**src/adc_pkg.sv**
```systemverilog
// Package with register map, control bit positions, bus widths and the fault state type
package adc_pkg;

    // Wishbone data and byte address widths
    localparam int REGISTER_WIDTH = 32;
    localparam int WB_ADDR_WIDTH = 8;

    // Each channel owns a 4 bit shift field in REG_SHIFT
    localparam int SHIFT_WIDTH = 4;

    // The slow trip limit is an 8 bit field in REG_CONTROL
    localparam int SLOW_LIMIT_WIDTH = 8;

    // Word indices of the configuration registers
    localparam int REG_FAST_WINDOW = 0;
    localparam int REG_SLOW_WINDOW = 1;
    localparam int REG_OFFSET_BASE = 2;
    localparam int REG_SHIFT = 6;
    localparam int REG_CONTROL = 7;
    localparam int N_REGISTERS = 8;

    // Bit positions inside REG_CONTROL
    localparam int CTRL_SHIFT_ENABLE = 0;
    localparam int CTRL_LATCH_FAST = 1;
    localparam int CTRL_LATCH_SLOW = 2;
    localparam int CTRL_CLEAR_FAST = 3;
    localparam int CTRL_CLEAR_SLOW = 4;
    localparam int CTRL_SLOW_LIMIT_LSB = 8;
    localparam int CTRL_CLEAR_FAULT = 16;
    localparam int CTRL_DISABLE_FAULT = 17;

    typedef enum logic [1:0] {
        DISARMED = 2'd0,
        ARMED = 2'd1,
        TRIPPED = 2'd2
    } fault_state_t;

endpackage

```
**src/wb_if.sv**
```systemverilog
// Wishbone classic bus interface with master and slave modports
`timescale 1ns/100ps

interface wb_if import adc_pkg::*; ();

    // Request side, held by the master until ack
    logic cyc;
    logic stb;
    logic we;
    logic [WB_ADDR_WIDTH-1:0] adr;
    logic [REGISTER_WIDTH-1:0] dat_w;

    // Response side, ack lasts a single cycle
    logic [REGISTER_WIDTH-1:0] dat_r;
    logic ack;

    modport master (
        output cyc, stb, we, adr, dat_w,
        input dat_r, ack
    );

    modport slave (
        input cyc, stb, we, adr, dat_w,
        output dat_r, ack
    );

endinterface

```
**src/adc_calibration.sv**
```systemverilog
// Per-channel offset removal and optional arithmetic shift of ADC samples
`timescale 1ns/100ps

module adc_calibration import adc_pkg::*; #(
    parameter int DATA_WIDTH = 16,
    parameter int N_CHANNELS = 4
) (
    input logic clock,
    input logic reset,
    input logic sample_valid,
    input logic [$clog2(N_CHANNELS)-1:0] sample_channel,
    input logic signed [DATA_WIDTH-1:0] sample_data,
    input logic signed [DATA_WIDTH-1:0] offset [N_CHANNELS],
    input logic [SHIFT_WIDTH-1:0] shift [N_CHANNELS],
    input logic shift_enable,
    output logic cal_valid,
    output logic [$clog2(N_CHANNELS)-1:0] cal_channel,
    output logic signed [DATA_WIDTH-1:0] cal_data
);

    logic signed [DATA_WIDTH-1:0] difference;
    logic signed [DATA_WIDTH-1:0] calibrated;

    // Subtraction wraps on overflow, there is no saturation stage
    always_comb begin
        difference = sample_data - offset[sample_channel];
        if (shift_enable) begin
            calibrated = difference >>> shift[sample_channel];
        end else begin
            calibrated = difference;
        end
    end

    always_ff @(posedge clock) begin
        if (reset) begin
            cal_valid <= 1'b0;
        end else begin
            cal_valid <= sample_valid;
        end
    end

    always_ff @(posedge clock) begin
        if (sample_valid) begin
            cal_channel <= sample_channel;
            cal_data <= calibrated;
        end
    end

    // The upstream multiplexer must never present a channel without a configuration slot
    channel_in_range: assert property (
        @(posedge clock) disable iff (reset) sample_valid |-> sample_channel < N_CHANNELS
    );

endmodule

```
**src/adc_processing.sv**
```systemverilog
// Top level of the ADC protection front end, wiring bus, calibration, comparators and fault logic
`timescale 1ns/100ps

module adc_processing import adc_pkg::*; #(
    parameter int DATA_WIDTH = 16,
    parameter int N_CHANNELS = 4,
    parameter int STICKY_FAULT = 1
) (
    input logic clock,
    input logic reset,
    input logic wb_cyc,
    input logic wb_stb,
    input logic wb_we,
    input logic [WB_ADDR_WIDTH-1:0] wb_adr,
    input logic [REGISTER_WIDTH-1:0] wb_dat_w,
    output logic [REGISTER_WIDTH-1:0] wb_dat_r,
    output logic wb_ack,
    input logic sample_valid,
    input logic [$clog2(N_CHANNELS)-1:0] sample_channel,
    input logic signed [DATA_WIDTH-1:0] sample_data,
    output logic cal_valid,
    output logic [$clog2(N_CHANNELS)-1:0] cal_channel,
    output logic signed [DATA_WIDTH-1:0] cal_data,
    output logic trip_fast,
    output logic trip_slow,
    output logic fault
);

    logic signed [DATA_WIDTH-1:0] fast_low, fast_high, slow_low, slow_high;
    logic signed [DATA_WIDTH-1:0] offset [N_CHANNELS];
    logic [SHIFT_WIDTH-1:0] shift [N_CHANNELS];
    logic shift_enable, latch_fast, latch_slow, clear_fast, clear_slow;
    logic clear_fault, disable_fault;
    logic [SLOW_LIMIT_WIDTH-1:0] slow_limit;
    logic count_enable, count_clear, limit_reached;

    wb_if bus ();

    // The external Wishbone master drives the request half of the bundle
    assign bus.cyc = wb_cyc;
    assign bus.stb = wb_stb;
    assign bus.we = wb_we;
    assign bus.adr = wb_adr;
    assign bus.dat_w = wb_dat_w;
    assign wb_dat_r = bus.dat_r;
    assign wb_ack = bus.ack;

    adc_register_file #(
        .DATA_WIDTH(DATA_WIDTH),
        .N_CHANNELS(N_CHANNELS)
    ) adc_register_file_i (
        .clock, .reset, .bus(bus.slave),
        .fast_low, .fast_high, .slow_low, .slow_high, .offset, .shift,
        .shift_enable, .latch_fast, .latch_slow, .clear_fast, .clear_slow,
        .clear_fault, .disable_fault, .slow_limit
    );

    adc_calibration #(
        .DATA_WIDTH(DATA_WIDTH),
        .N_CHANNELS(N_CHANNELS)
    ) adc_calibration_i (
        .clock, .reset, .sample_valid, .sample_channel, .sample_data,
        .offset, .shift, .shift_enable, .cal_valid, .cal_channel, .cal_data
    );

    trip_comparator #(
        .DATA_WIDTH(DATA_WIDTH)
    ) trip_comparator_i (
        .clock, .reset, .cal_valid, .cal_data,
        .fast_low, .fast_high, .slow_low, .slow_high,
        .latch_fast, .latch_slow, .clear_fast, .clear_slow, .trip_fast, .trip_slow
    );

    slow_trip_counter slow_trip_counter_i (
        .clock, .reset, .count_enable, .count_clear, .limit(slow_limit), .limit_reached
    );

    fault_fsm #(
        .STICKY_FAULT(STICKY_FAULT)
    ) fault_fsm_i (
        .clock, .reset, .sample_valid, .trip_fast, .trip_slow, .clear_fault,
        .disable_fault, .limit_reached, .count_enable, .count_clear, .fault
    );

endmodule

```
**src/adc_register_file.sv**
```systemverilog
// Wishbone slave register file and decoding of the configuration fields
`timescale 1ns/100ps

module adc_register_file import adc_pkg::*; #(
    parameter int DATA_WIDTH = 16,
    parameter int N_CHANNELS = 4
) (
    input logic clock,
    input logic reset,
    wb_if.slave bus,
    output logic signed [DATA_WIDTH-1:0] fast_low,
    output logic signed [DATA_WIDTH-1:0] fast_high,
    output logic signed [DATA_WIDTH-1:0] slow_low,
    output logic signed [DATA_WIDTH-1:0] slow_high,
    output logic signed [DATA_WIDTH-1:0] offset [N_CHANNELS],
    output logic [SHIFT_WIDTH-1:0] shift [N_CHANNELS],
    output logic shift_enable,
    output logic latch_fast,
    output logic latch_slow,
    output logic clear_fast,
    output logic clear_slow,
    output logic clear_fault,
    output logic disable_fault,
    output logic [SLOW_LIMIT_WIDTH-1:0] slow_limit
);

    localparam int INDEX_WIDTH = $clog2(N_REGISTERS);
    localparam int HIGH_LSB = REGISTER_WIDTH / 2;

    logic [REGISTER_WIDTH-1:0] regs [N_REGISTERS];
    logic [INDEX_WIDTH-1:0] index;
    logic in_range;
    logic served;
    logic request;

    // Address bits 1..0 select a byte and are ignored while all bits above the index must be zero
    assign index = bus.adr[2 +: INDEX_WIDTH];
    assign in_range = (bus.adr >> (2 + INDEX_WIDTH)) == '0;

    // A new request is only taken once stb has been dropped after the previous ack
    assign request = bus.cyc && bus.stb && !served;

    always_ff @(posedge clock) begin
        if (reset) begin
            bus.ack <= 1'b0;
            served <= 1'b0;
            for (int i = 0; i < N_REGISTERS; i++) begin
                regs[i] <= '0;
            end
        end else begin
            bus.ack <= request;
            if (!(bus.cyc && bus.stb)) begin
                served <= 1'b0;
            end else if (request) begin
                served <= 1'b1;
            end
            if (request && bus.we && in_range) begin
                regs[index] <= bus.dat_w;
            end
        end
    end

    // Readback is captured on the acknowledging edge and holes in the map read zero
    always_ff @(posedge clock) begin
        if (request) begin
            bus.dat_r <= (!bus.we && in_range) ? regs[index] : '0;
        end
    end

    assign fast_low = regs[REG_FAST_WINDOW][DATA_WIDTH-1:0];
    assign fast_high = regs[REG_FAST_WINDOW][HIGH_LSB +: DATA_WIDTH];
    assign slow_low = regs[REG_SLOW_WINDOW][DATA_WIDTH-1:0];
    assign slow_high = regs[REG_SLOW_WINDOW][HIGH_LSB +: DATA_WIDTH];

    for (genvar ch = 0; ch < N_CHANNELS; ch++) begin : g_channel
        assign offset[ch] = regs[REG_OFFSET_BASE + ch][DATA_WIDTH-1:0];
        assign shift[ch] = regs[REG_SHIFT][ch * SHIFT_WIDTH +: SHIFT_WIDTH];
    end

    assign shift_enable = regs[REG_CONTROL][CTRL_SHIFT_ENABLE];
    assign latch_fast = regs[REG_CONTROL][CTRL_LATCH_FAST];
    assign latch_slow = regs[REG_CONTROL][CTRL_LATCH_SLOW];
    assign clear_fast = regs[REG_CONTROL][CTRL_CLEAR_FAST];
    assign clear_slow = regs[REG_CONTROL][CTRL_CLEAR_SLOW];
    assign slow_limit = regs[REG_CONTROL][CTRL_SLOW_LIMIT_LSB +: SLOW_LIMIT_WIDTH];
    assign clear_fault = regs[REG_CONTROL][CTRL_CLEAR_FAULT];
    assign disable_fault = regs[REG_CONTROL][CTRL_DISABLE_FAULT];

    // Each transfer gets exactly one ack cycle
    ack_single_cycle: assert property (
        @(posedge clock) disable iff (reset) bus.ack |=> !bus.ack
    );

endmodule

```
**src/fault_fsm.sv**
```systemverilog
// Fault state machine with arming, fast and counted slow trips, sticky or non-sticky release
`timescale 1ns/100ps

module fault_fsm import adc_pkg::*; #(
    parameter int STICKY_FAULT = 1
) (
    input logic clock,
    input logic reset,
    input logic sample_valid,
    input logic trip_fast,
    input logic trip_slow,
    input logic clear_fault,
    input logic disable_fault,
    input logic limit_reached,
    output logic count_enable,
    output logic count_clear,
    output logic fault
);

    fault_state_t state_q;
    fault_state_t state_next;
    logic no_trip;
    logic release_fault;

    assign no_trip = !trip_fast && !trip_slow;

    // Sticky mode also needs software to acknowledge the fault
    assign release_fault = no_trip && (STICKY_FAULT == 0 || clear_fault);

    // Slow trips are counted only while armed and not overridden by a fast trip
    assign count_enable = (state_q == ARMED) && trip_slow && !trip_fast;

    always_comb begin
        state_next = state_q;
        case (state_q)
            DISARMED: if (sample_valid) state_next = ARMED;
            ARMED: begin
                if (trip_fast || (trip_slow && limit_reached)) begin
                    state_next = TRIPPED;
                end
            end
            TRIPPED: if (release_fault) state_next = ARMED;
            default: state_next = DISARMED;
        endcase
        if (disable_fault) begin
            state_next = DISARMED;
        end
    end

    assign count_clear = (state_q == DISARMED) || (state_q == TRIPPED && state_next != TRIPPED);

    always_ff @(posedge clock) begin
        if (reset) begin
            state_q <= DISARMED;
            fault <= 1'b0;
        end else begin
            state_q <= state_next;
            fault <= (state_next == TRIPPED);
        end
    end

    // In sticky mode a fault is only released by clear_fault or disable_fault
    sticky_fault_held: assert property (
        @(posedge clock) disable iff (reset)
        STICKY_FAULT != 0 && fault && !clear_fault && !disable_fault |=> fault
    );

endmodule

```
**src/slow_trip_counter.sv**
```systemverilog
// Slow trip event counter with a programmable limit
`timescale 1ns/100ps

module slow_trip_counter import adc_pkg::*; (
    input logic clock,
    input logic reset,
    input logic count_enable,
    input logic count_clear,
    input logic [SLOW_LIMIT_WIDTH-1:0] limit,
    output logic limit_reached
);

    logic [SLOW_LIMIT_WIDTH-1:0] count;

    always_ff @(posedge clock) begin
        if (reset || count_clear) begin
            count <= '0;
        end else if (count_enable) begin
            count <= count + 1'b1;
        end
    end

    // A limit of zero wraps to all ones here, which makes the 256th event the last one
    assign limit_reached = count_enable && (count == limit - 1'b1);

endmodule

```
**src/trip_comparator.sv**
```systemverilog
// Fast and slow trip window comparators with optional latching of each trip
`timescale 1ns/100ps

module trip_comparator #(
    parameter int DATA_WIDTH = 16
) (
    input logic clock,
    input logic reset,
    input logic cal_valid,
    input logic signed [DATA_WIDTH-1:0] cal_data,
    input logic signed [DATA_WIDTH-1:0] fast_low,
    input logic signed [DATA_WIDTH-1:0] fast_high,
    input logic signed [DATA_WIDTH-1:0] slow_low,
    input logic signed [DATA_WIDTH-1:0] slow_high,
    input logic latch_fast,
    input logic latch_slow,
    input logic clear_fast,
    input logic clear_slow,
    output logic trip_fast,
    output logic trip_slow
);

    localparam int N_WINDOWS = 2;
    localparam int FAST = 0;
    localparam int SLOW = 1;

    logic signed [DATA_WIDTH-1:0] low [N_WINDOWS];
    logic signed [DATA_WIDTH-1:0] high [N_WINDOWS];
    logic latch [N_WINDOWS];
    logic clear [N_WINDOWS];
    logic hit [N_WINDOWS];
    logic trip_q [N_WINDOWS];

    assign low[FAST] = fast_low;
    assign high[FAST] = fast_high;
    assign latch[FAST] = latch_fast;
    assign clear[FAST] = clear_fast;
    assign low[SLOW] = slow_low;
    assign high[SLOW] = slow_high;
    assign latch[SLOW] = latch_slow;
    assign clear[SLOW] = clear_slow;

    // Both windows use the same logic, only their thresholds and control bits differ
    for (genvar w = 0; w < N_WINDOWS; w++) begin : g_window
        // A sample sitting exactly on a threshold is still inside the window
        assign hit[w] = cal_valid && (cal_data > high[w] || cal_data < low[w]);

        always_ff @(posedge clock) begin
            if (reset) begin
                trip_q[w] <= 1'b0;
            end else if (!latch[w]) begin
                trip_q[w] <= hit[w];
            end else if (clear[w]) begin
                trip_q[w] <= 1'b0;
            end else if (hit[w]) begin
                trip_q[w] <= 1'b1;
            end
        end
    end

    assign trip_fast = trip_q[FAST];
    assign trip_slow = trip_q[SLOW];

endmodule

```
**config.mk**
```make
export PLATFORM = sky130hd
export DESIGN_NAME = adc_processing
export DESIGN_NICKNAME = d
export VERILOG_FILES = /design/src/adc_pkg.sv /design/src/wb_if.sv /design/src/adc_calibration.sv /design/src/adc_processing.sv /design/src/adc_register_file.sv /design/src/fault_fsm.sv /design/src/slow_trip_counter.sv /design/src/trip_comparator.sv
export SDC_FILE = /design/constraint.sdc
export NUM_CORES = 1
export LEC_CHECK = 0
export BUFFER_PORTS_ARGS = -buffer_cell sky130_fd_sc_hd__buf_2
export CAP_MARGIN = 20
export CORE_MARGIN = 2
export CORE_UTILIZATION = 55
export DETAILED_ROUTE_END_ITERATION = 10
export MAX_ROUTING_LAYER = met4
export PLACE_DENSITY = 0.74
export SYNTH_ARGS = -nofsm -noshare
export SYNTH_HDL_FRONTEND = slang
export SYNTH_SLANG_ARGS = --single-unit
```
**constraint.sdc**
```tcl
create_clock -name clock -period 5.3 [get_ports clock]
set_input_delay 0.53 -clock clock [delete_from_list [all_inputs] [get_ports clock]]
set_output_delay 0.53 -clock clock [all_outputs]
set_load 0.02 [all_outputs]
```
### Word level (Yosys, flattened, before mapping)

Memory sizes are Yosys's and may differ from the RTL's. A register that Yosys moved wholly into a read port is not among the register bits.
Index checks and enable logic that the tools add are counted.

| word-level totals | value |
|---|---|
| bits in registers | 32 |
| bits in writable memories | 258 |
| input bits | 64 |
| memories | 2 |

Memories:

| memory | words | bits a word | read ports | clocked after Yosys merged registers in | write ports | line | source |
|---|---|---|---|---|---|---|---|
| adc_register_file_i.regs | 8 | 32 | 9 | 1 | 8 | adc_register_file.sv:30 | `logic [REGISTER_WIDTH-1:0] regs [N_REGISTERS];` |
| trip_comparator_i.trip_q | 2 | 1 | 2 | 0 | 2 | trip_comparator.sv:32 | `logic trip_q [N_WINDOWS];` |

| cells by class | value |
|---|---|
| add/sub/neg operators | 3 |
| $lt $le $gt $ge | 5 |
| eq/ne operators | 5 |
| shift-type cells | 1 |
| mux-type cells | 50 |
| bitwise gates (word level) | 8 |
| reduce and logical (&&, ||, !) cells | 28 |

Operators with widths:

| operator | number |
|---|---|
| $mux 16 | 3 |
| $mux 1 | 36 |
| $bmux 16 s2 | 1 |
| $gt 16x16->1 | 2 |
| $lt 16x16->1 | 2 |
| $mux 32 | 1 |
| $reduce_or 32->1 | 1 |
| $sshr 16x4->16 | 1 |
| $sub 16x16->16 | 1 |
| $logic_and 1x1->1 | 14 |
| $add 8x1->8 const B | 1 |
| $bmux 4 s2 | 1 |
| $eq 8x8->1 | 1 |
| $logic_not 8->1 | 1 |
| $mux 2 | 4 |
| $mux 4 | 2 |
| $sub 8x1->8 const B | 1 |
| $or 1x1->1 | 6 |
| $pmux 2 s3 | 1 |
| $logic_not 1->1 | 5 |
| $logic_or 1x1->1 | 5 |
| $eq 2x2->1 const B | 2 |
| $ge 3x3->1 const B | 1 |
| $mux 3 | 1 |
| other kinds (6) | 6 |

### Depth between registers and ports, before layout

| logic depth | value |
|---|---|
| word-level depth | 13 |
| gate-level depth with buffers | 17 |
| mapped depth without buffers | 13 |

### Hierarchy

From an unflattened synthesis, not the netlist that was laid out.

| unflattened totals | value |
|---|---|
| cell total of the unflattened synthesis | 1663 |
| area, all modules | 18582.8 µm² |

Modules (own cells, without submodules):

| module | instances | cells each | area each (µm²) |
|---|---|---|---|
| adc_register_file | 1 | 999 | 13076.3 |
| adc_calibration | 1 | 328 | 2977.9 |
| trip_comparator | 1 | 240 | 1756.7 |
| slow_trip_counter | 1 | 75 | 599.3 |
| fault_fsm | 1 | 21 | 172.7 |

### Worst setup path before layout

No wires, ideal clock.

| path | value |
|---|---|
| path kind | input to register |
| start point | input port sample_channel[0] |
| end point | register adc_calibration_i.cal_data[3] (data pin) |
| data arrival time | 4768 ps |
| data required time | 5159 ps |
| setup slack | 392 ps |
| stages on the path | 14 |
| cells stage by stage | buf_2 -> buf_1 -> buf_1 -> mux4_2 -> ha_1 -> fa_1 -> nand2b_1 -> a21oi_1 -> o21ai_1 -> and4_4 -> or4_4 -> mux4_2 -> or2_0 -> a21oi_2 |

| between the ends | value |
|---|---|
| word-level cells in the longest chain between the ends | 7 |
| elaborated cells between the ends (all ways) | 10 |

Ends and longest elaborated chain:

| element | line | source |
|---|---|---|
| start, declared | adc_processing.sv:19 | `input logic [$clog2(N_CHANNELS)-1:0] sample_channel,` |
| $not 2->3 (not written as such) (*) | adc_calibration.sv:26, adc_calibration.sv:28 |  |
| $bmux 16 s2 | adc_calibration.sv:26 | `difference = sample_data - offset[sample_channel];` |
| $mux 16 (not written as such) (2 in series) | adc_calibration.sv:26 |  |
| $sub 16x16->16 | adc_calibration.sv:26 |  |
| $sshr 16x4->16 | adc_calibration.sv:28 | `calibrated = difference >>> shift[sample_channel];` |
| $mux 16 (*) | adc_calibration.sv:27 | `if (shift_enable) begin` |
| via adc_calibration_i.calibrated[3] | adc_calibration.sv:22 | `logic signed [DATA_WIDTH-1:0] calibrated;` |
| end signal, assigned | adc_calibration.sv:45 | `cal_data <= calibrated;` |
| end, declared | adc_calibration.sv:18 | `output logic signed [DATA_WIDTH-1:0] cal_data` |

The timed path passes the listed nets; every way through them passes the cells marked *. The select of a mux whose other input is x is not followed.
A chain may end at the register's enable or synchronous reset.

### Final worst setup path

| path | value |
|---|---|
| start point | input port sample_channel[0] |
| end point | register adc_calibration_i.cal_data[9] (data pin) |

Same word-level chain as after synthesis.

==> impl_metrics.csv <==
group,metric,value,unit
logic_synthesis,gate_count_post_synth,1386,
global_routing,global_route.usage.total,30.3,%
place,dp.final_hpwl,31.7,mm
cells_and_area,flow.area_growth_from_synthesis,12.3,%
global_routing,grt_remaining_overflow,0,
worst_setup_path,crit_required,5.55,ns
hold_path,hold_crit_class,"primary input to flop",
detailed_routing,finalWirelength,48.5,mm
cells_and_area,multi_input_area,0.00762,mm²
power_and_ir_drop,power_frac_clock,38.2,%
logic_synthesis,main_flop_type_after_synthesis,"edfxtp_1",
detailed_routing,remaining_drc_errors,0,
timing,relSlewSlack,24.6,%
power_and_ir_drop,comb_power_share,14.4,%
global_routing,grt_start_max_net_pins,52,
worst_setup_path,cp_top_family,"compound AO/OA/AOI/OAI gates",
logic_synthesis,post_synth_num_cell_types,71,
job,drv_cap,0,
detailed_routing,detail_routed_net_length_per_standard_cell,25.1,µm
timing,rsz0062_at_grt,"no",
detailed_routing,drt-vias-per-instance,6.17,
logic_synthesis,mappedNetlistNets,1530,
timing,finalSetupViolCount,0,
die,die_area,0.0337,mm²
cts,cts_tree,"done",
logic_synthesis,synth-seq-cells,322,
detailed_routing,initial_drc_count,999,
die,die_h,184,µm
cts,holdBufCountCts,0,
cells_and_area,final-instance-count-excl-fill,1929,
cells_and_area,post_route_cells_drive_above_1_share,20.4,%
timing,worst_slew_pin_slew,1.13,ns
worst_setup_path,path_buf_inv,2,
cts,cts.repair_timing.setup_buffer_count,0,
cts,h_tree_depth,2,
die,horizontal_die_dimension,184,µm
worst_setup_path,worst_path_most_repeated_cell,"o22ai_1",
detailed_routing,dr.pass1.iters,5,
timing,timing.fmax,239,MHz
logic_synthesis,yosysSeqAreaShare,53.8,%
cells_and_area,finish.net_count,1640,
worst_setup_path,timing.critical_path.fanout_max,11,
logic_synthesis,post_synthesis_async_set_or_reset_flop_share,0,%
cts,clock_transition_at_the_registers_of_the_reported_paths,0.06,ns
cells_and_area,number_of_inserted_filler_cells_in_the_final_layout,2458,
timing,timing_max_transition_violations_final,0,
logic_synthesis,synth_warnings,0,
worst_setup_path,worstSetupPathType,"primary input to flop",
timing,post-route-period-util,79.0,%
worst_setup_path,endpoint_kind,"flop",
die,core,0.0316,mm²
die,initial_core_util,56.0,%
die,rows,65,
logic_synthesis,synth_enable_flop_cells,308,
worst_setup_path,critPathArrivalTime,4.44,ns
place,globalplace.congestion,0.907,
power_and_ir_drop,irDropWorstVdd,0.199,mV
power_and_ir_drop,power_density,316,mW/mm²
timing,finalSetupTns,0,ns
global_routing,grt_pass1_wl,72.2,mm
timing,finalClockSkew,0.0196,ns
detailed_routing,detail-route-antenna-nets,0,
cells_and_area,final_core_utilization,62.9,%
cts,cts_buffer_depth,3,
power_and_ir_drop,p_leak,7.80,nW
cells_and_area,most_frequent_standard_cell_in_the_layout_excluding_fill_and_tap_cells,"edfxtp_1",
power_and_ir_drop,netSwitchingPower,1.69,mW
cells_and_area,sequential_cell_area,0.00953,mm²
power_and_ir_drop,p_seq_share,47.4,%
cts,cts_sinks,322,
timing,finalWorstPathRequiredPeriod,4.19,ns
worst_setup_path,crit_slowest_cell,"a2111oi_2",
die,ioPinCount,119,
cts,clkLatencyLatePin,0.54,ns
power_and_ir_drop,swShare,26.8,%
timing,hold_viol_final,0,
worst_setup_path,worstSetupStartpointType,"primary input",
worst_setup_path,cp_slowest_stage_delay,0.67,ns
outcome,outcome,"finished, final reports clean",
logic_synthesis,synth_area_per_cell,12.8,µm²
timing,timing.hold.ws,0.312,ns
cells_and_area,layout_common_cells,"edfxtp_1 (308), and2_1 (257), buf_2 (114), inv_1 (89), mux4_2 (83)",
cts,cts_resized,0,
power_and_ir_drop,internal-power,4.60,mW
worst_setup_path,cp_cell_sequence,"buf_2 -> mux4_2 -> inv_1 -> ha_1 -> a2111oi_2 -> nand2_1 -> a21oi_2 -> nor3_1 -> nor3b_2 -> o22ai_1 -> a2111oi_0 -> o22ai_1",
place,placedCellCount,1858,
place,io_buffer_count,116,
detailed_routing,vias,11900,
cts,clock_tree.root_cell,"clkbuf_16",
logic_synthesis,mappedNetlistArea,0.0177,mm²
global_routing,initial_antenna_violation_count,3,
cts,cts_buffers,36,
global_routing,first_global_vias,11800,
-- routing by layer --
metal	track usage, %	vias up	wire [µm]	part of all wire [%]
met5	-	-	0	0
li1	-	5320	-	-
met1	38.7	5914	19400	40
met3	4.38	131	3590	7.4
met4	12.2	0	1990	4.1
met2	49.1	534	23500	48
-- Yosys cell counts (10+ instances only) --
cell type  number  area share [%]
edfxtp_1      308              52
and2_1        257             9.1
inv_1          89             1.9
nor2_1         85             1.8
mux4_2         83              11
ha_1           79             5.6
mux2i_1        59             3.3
clkbuf_1       48             1.0
a21oi_1        47             1.3
nand2_1        45            0.95
o21ai_0        33            0.93
nand2b_1       17            0.60
nor3_1         16            0.45
dfxtp_1        14             1.6
nand3_1        14            0.40
xor2_1         14            0.69
a21o_1         13            0.55
buf_1          11            0.23
nand4_1        11            0.39
nor2b_1        10            0.35
-- metrics by stage --
step	worst slack [ns]	cell area [µm²]	power, mW
finish	1.11	19900	6.28
global route	0.932	19900	6.49
CTS	1.23	19900	6.28
detailed placement	0.720	18700	3.91
global placement	0.709	18700	3.90
floorplan	0.392	17700	3.59
-- power groups by stage --
stage                     combinational, mW  clock, mW  sequential [mW]
after floorplan                       0.579          0             3.01
after global placement                0.874          0             3.02
after detailed placement              0.891          0             3.02
after CTS                             0.897       2.42             2.97
after global routing                  0.993       2.52             2.98
final                                 0.906       2.40             2.98
-- state kept, by name, indices dropped and copies added, names as in the netlist --
name,count
fault_fsm_i.state_q,2
fault_fsm_i.fault,1
adc_register_file_i.regs,256
adc_calibration_i.cal_channel,2
adc_register_file_i.served,1
trip_comparator_i.trip_q,2
slow_trip_counter_i.count,8
adc_register_file_i.bus.dat_r,32
adc_calibration_i.cal_valid,1
adc_calibration_i.cal_data,16
adc_register_file_i.bus.ack,1
-- area by class of cell --
class                      count  share of cell area [%]
clock buffer                  42                    4.64
clock inverter                23                    1.01
sequential                   322                    47.9
inverter                      91                    1.72
multi-input combinational    907                    38.3
timing repair buffer         138                    3.90
tap                          402                    2.53
antenna                        4                  0.0503
-- final timing paths --
path                                                       to  slack (ns)                            from  depth (start not counted)
worst max-delay path            adc_calibration_i.cal_data[9]        1.11               sample_channel[0]                         12
worst min-delay path               adc_register_file_i.served        0.31                          wb_stb                          3
worst max register to register  adc_calibration_i.cal_data[9]        1.29  adc_register_file_i.regs[2][6]                         11
worst min register to register   slow_trip_counter_i.count[6]        0.52    slow_trip_counter_i.count[6]                          2
-- kinds of logic after synthesis --
kind of cell	Yosys count	share of synthesized area [%]
DFF	322	53.8
and+or+nand+nor	493	15.6
muxes	147	14.2
xor gates and xnor gates	24	1.23
buffers and inverters	157	3.41
adders and majority gates	80	5.69
AOI/OAI and AO/OA	163	6.11
-- worst min-delay path, cell delays in order --
cell,delay [ns]
buf_2,0.07
nand2_1,0.10
nor2_1,0.10
Power figures use the tool's default switching activity.
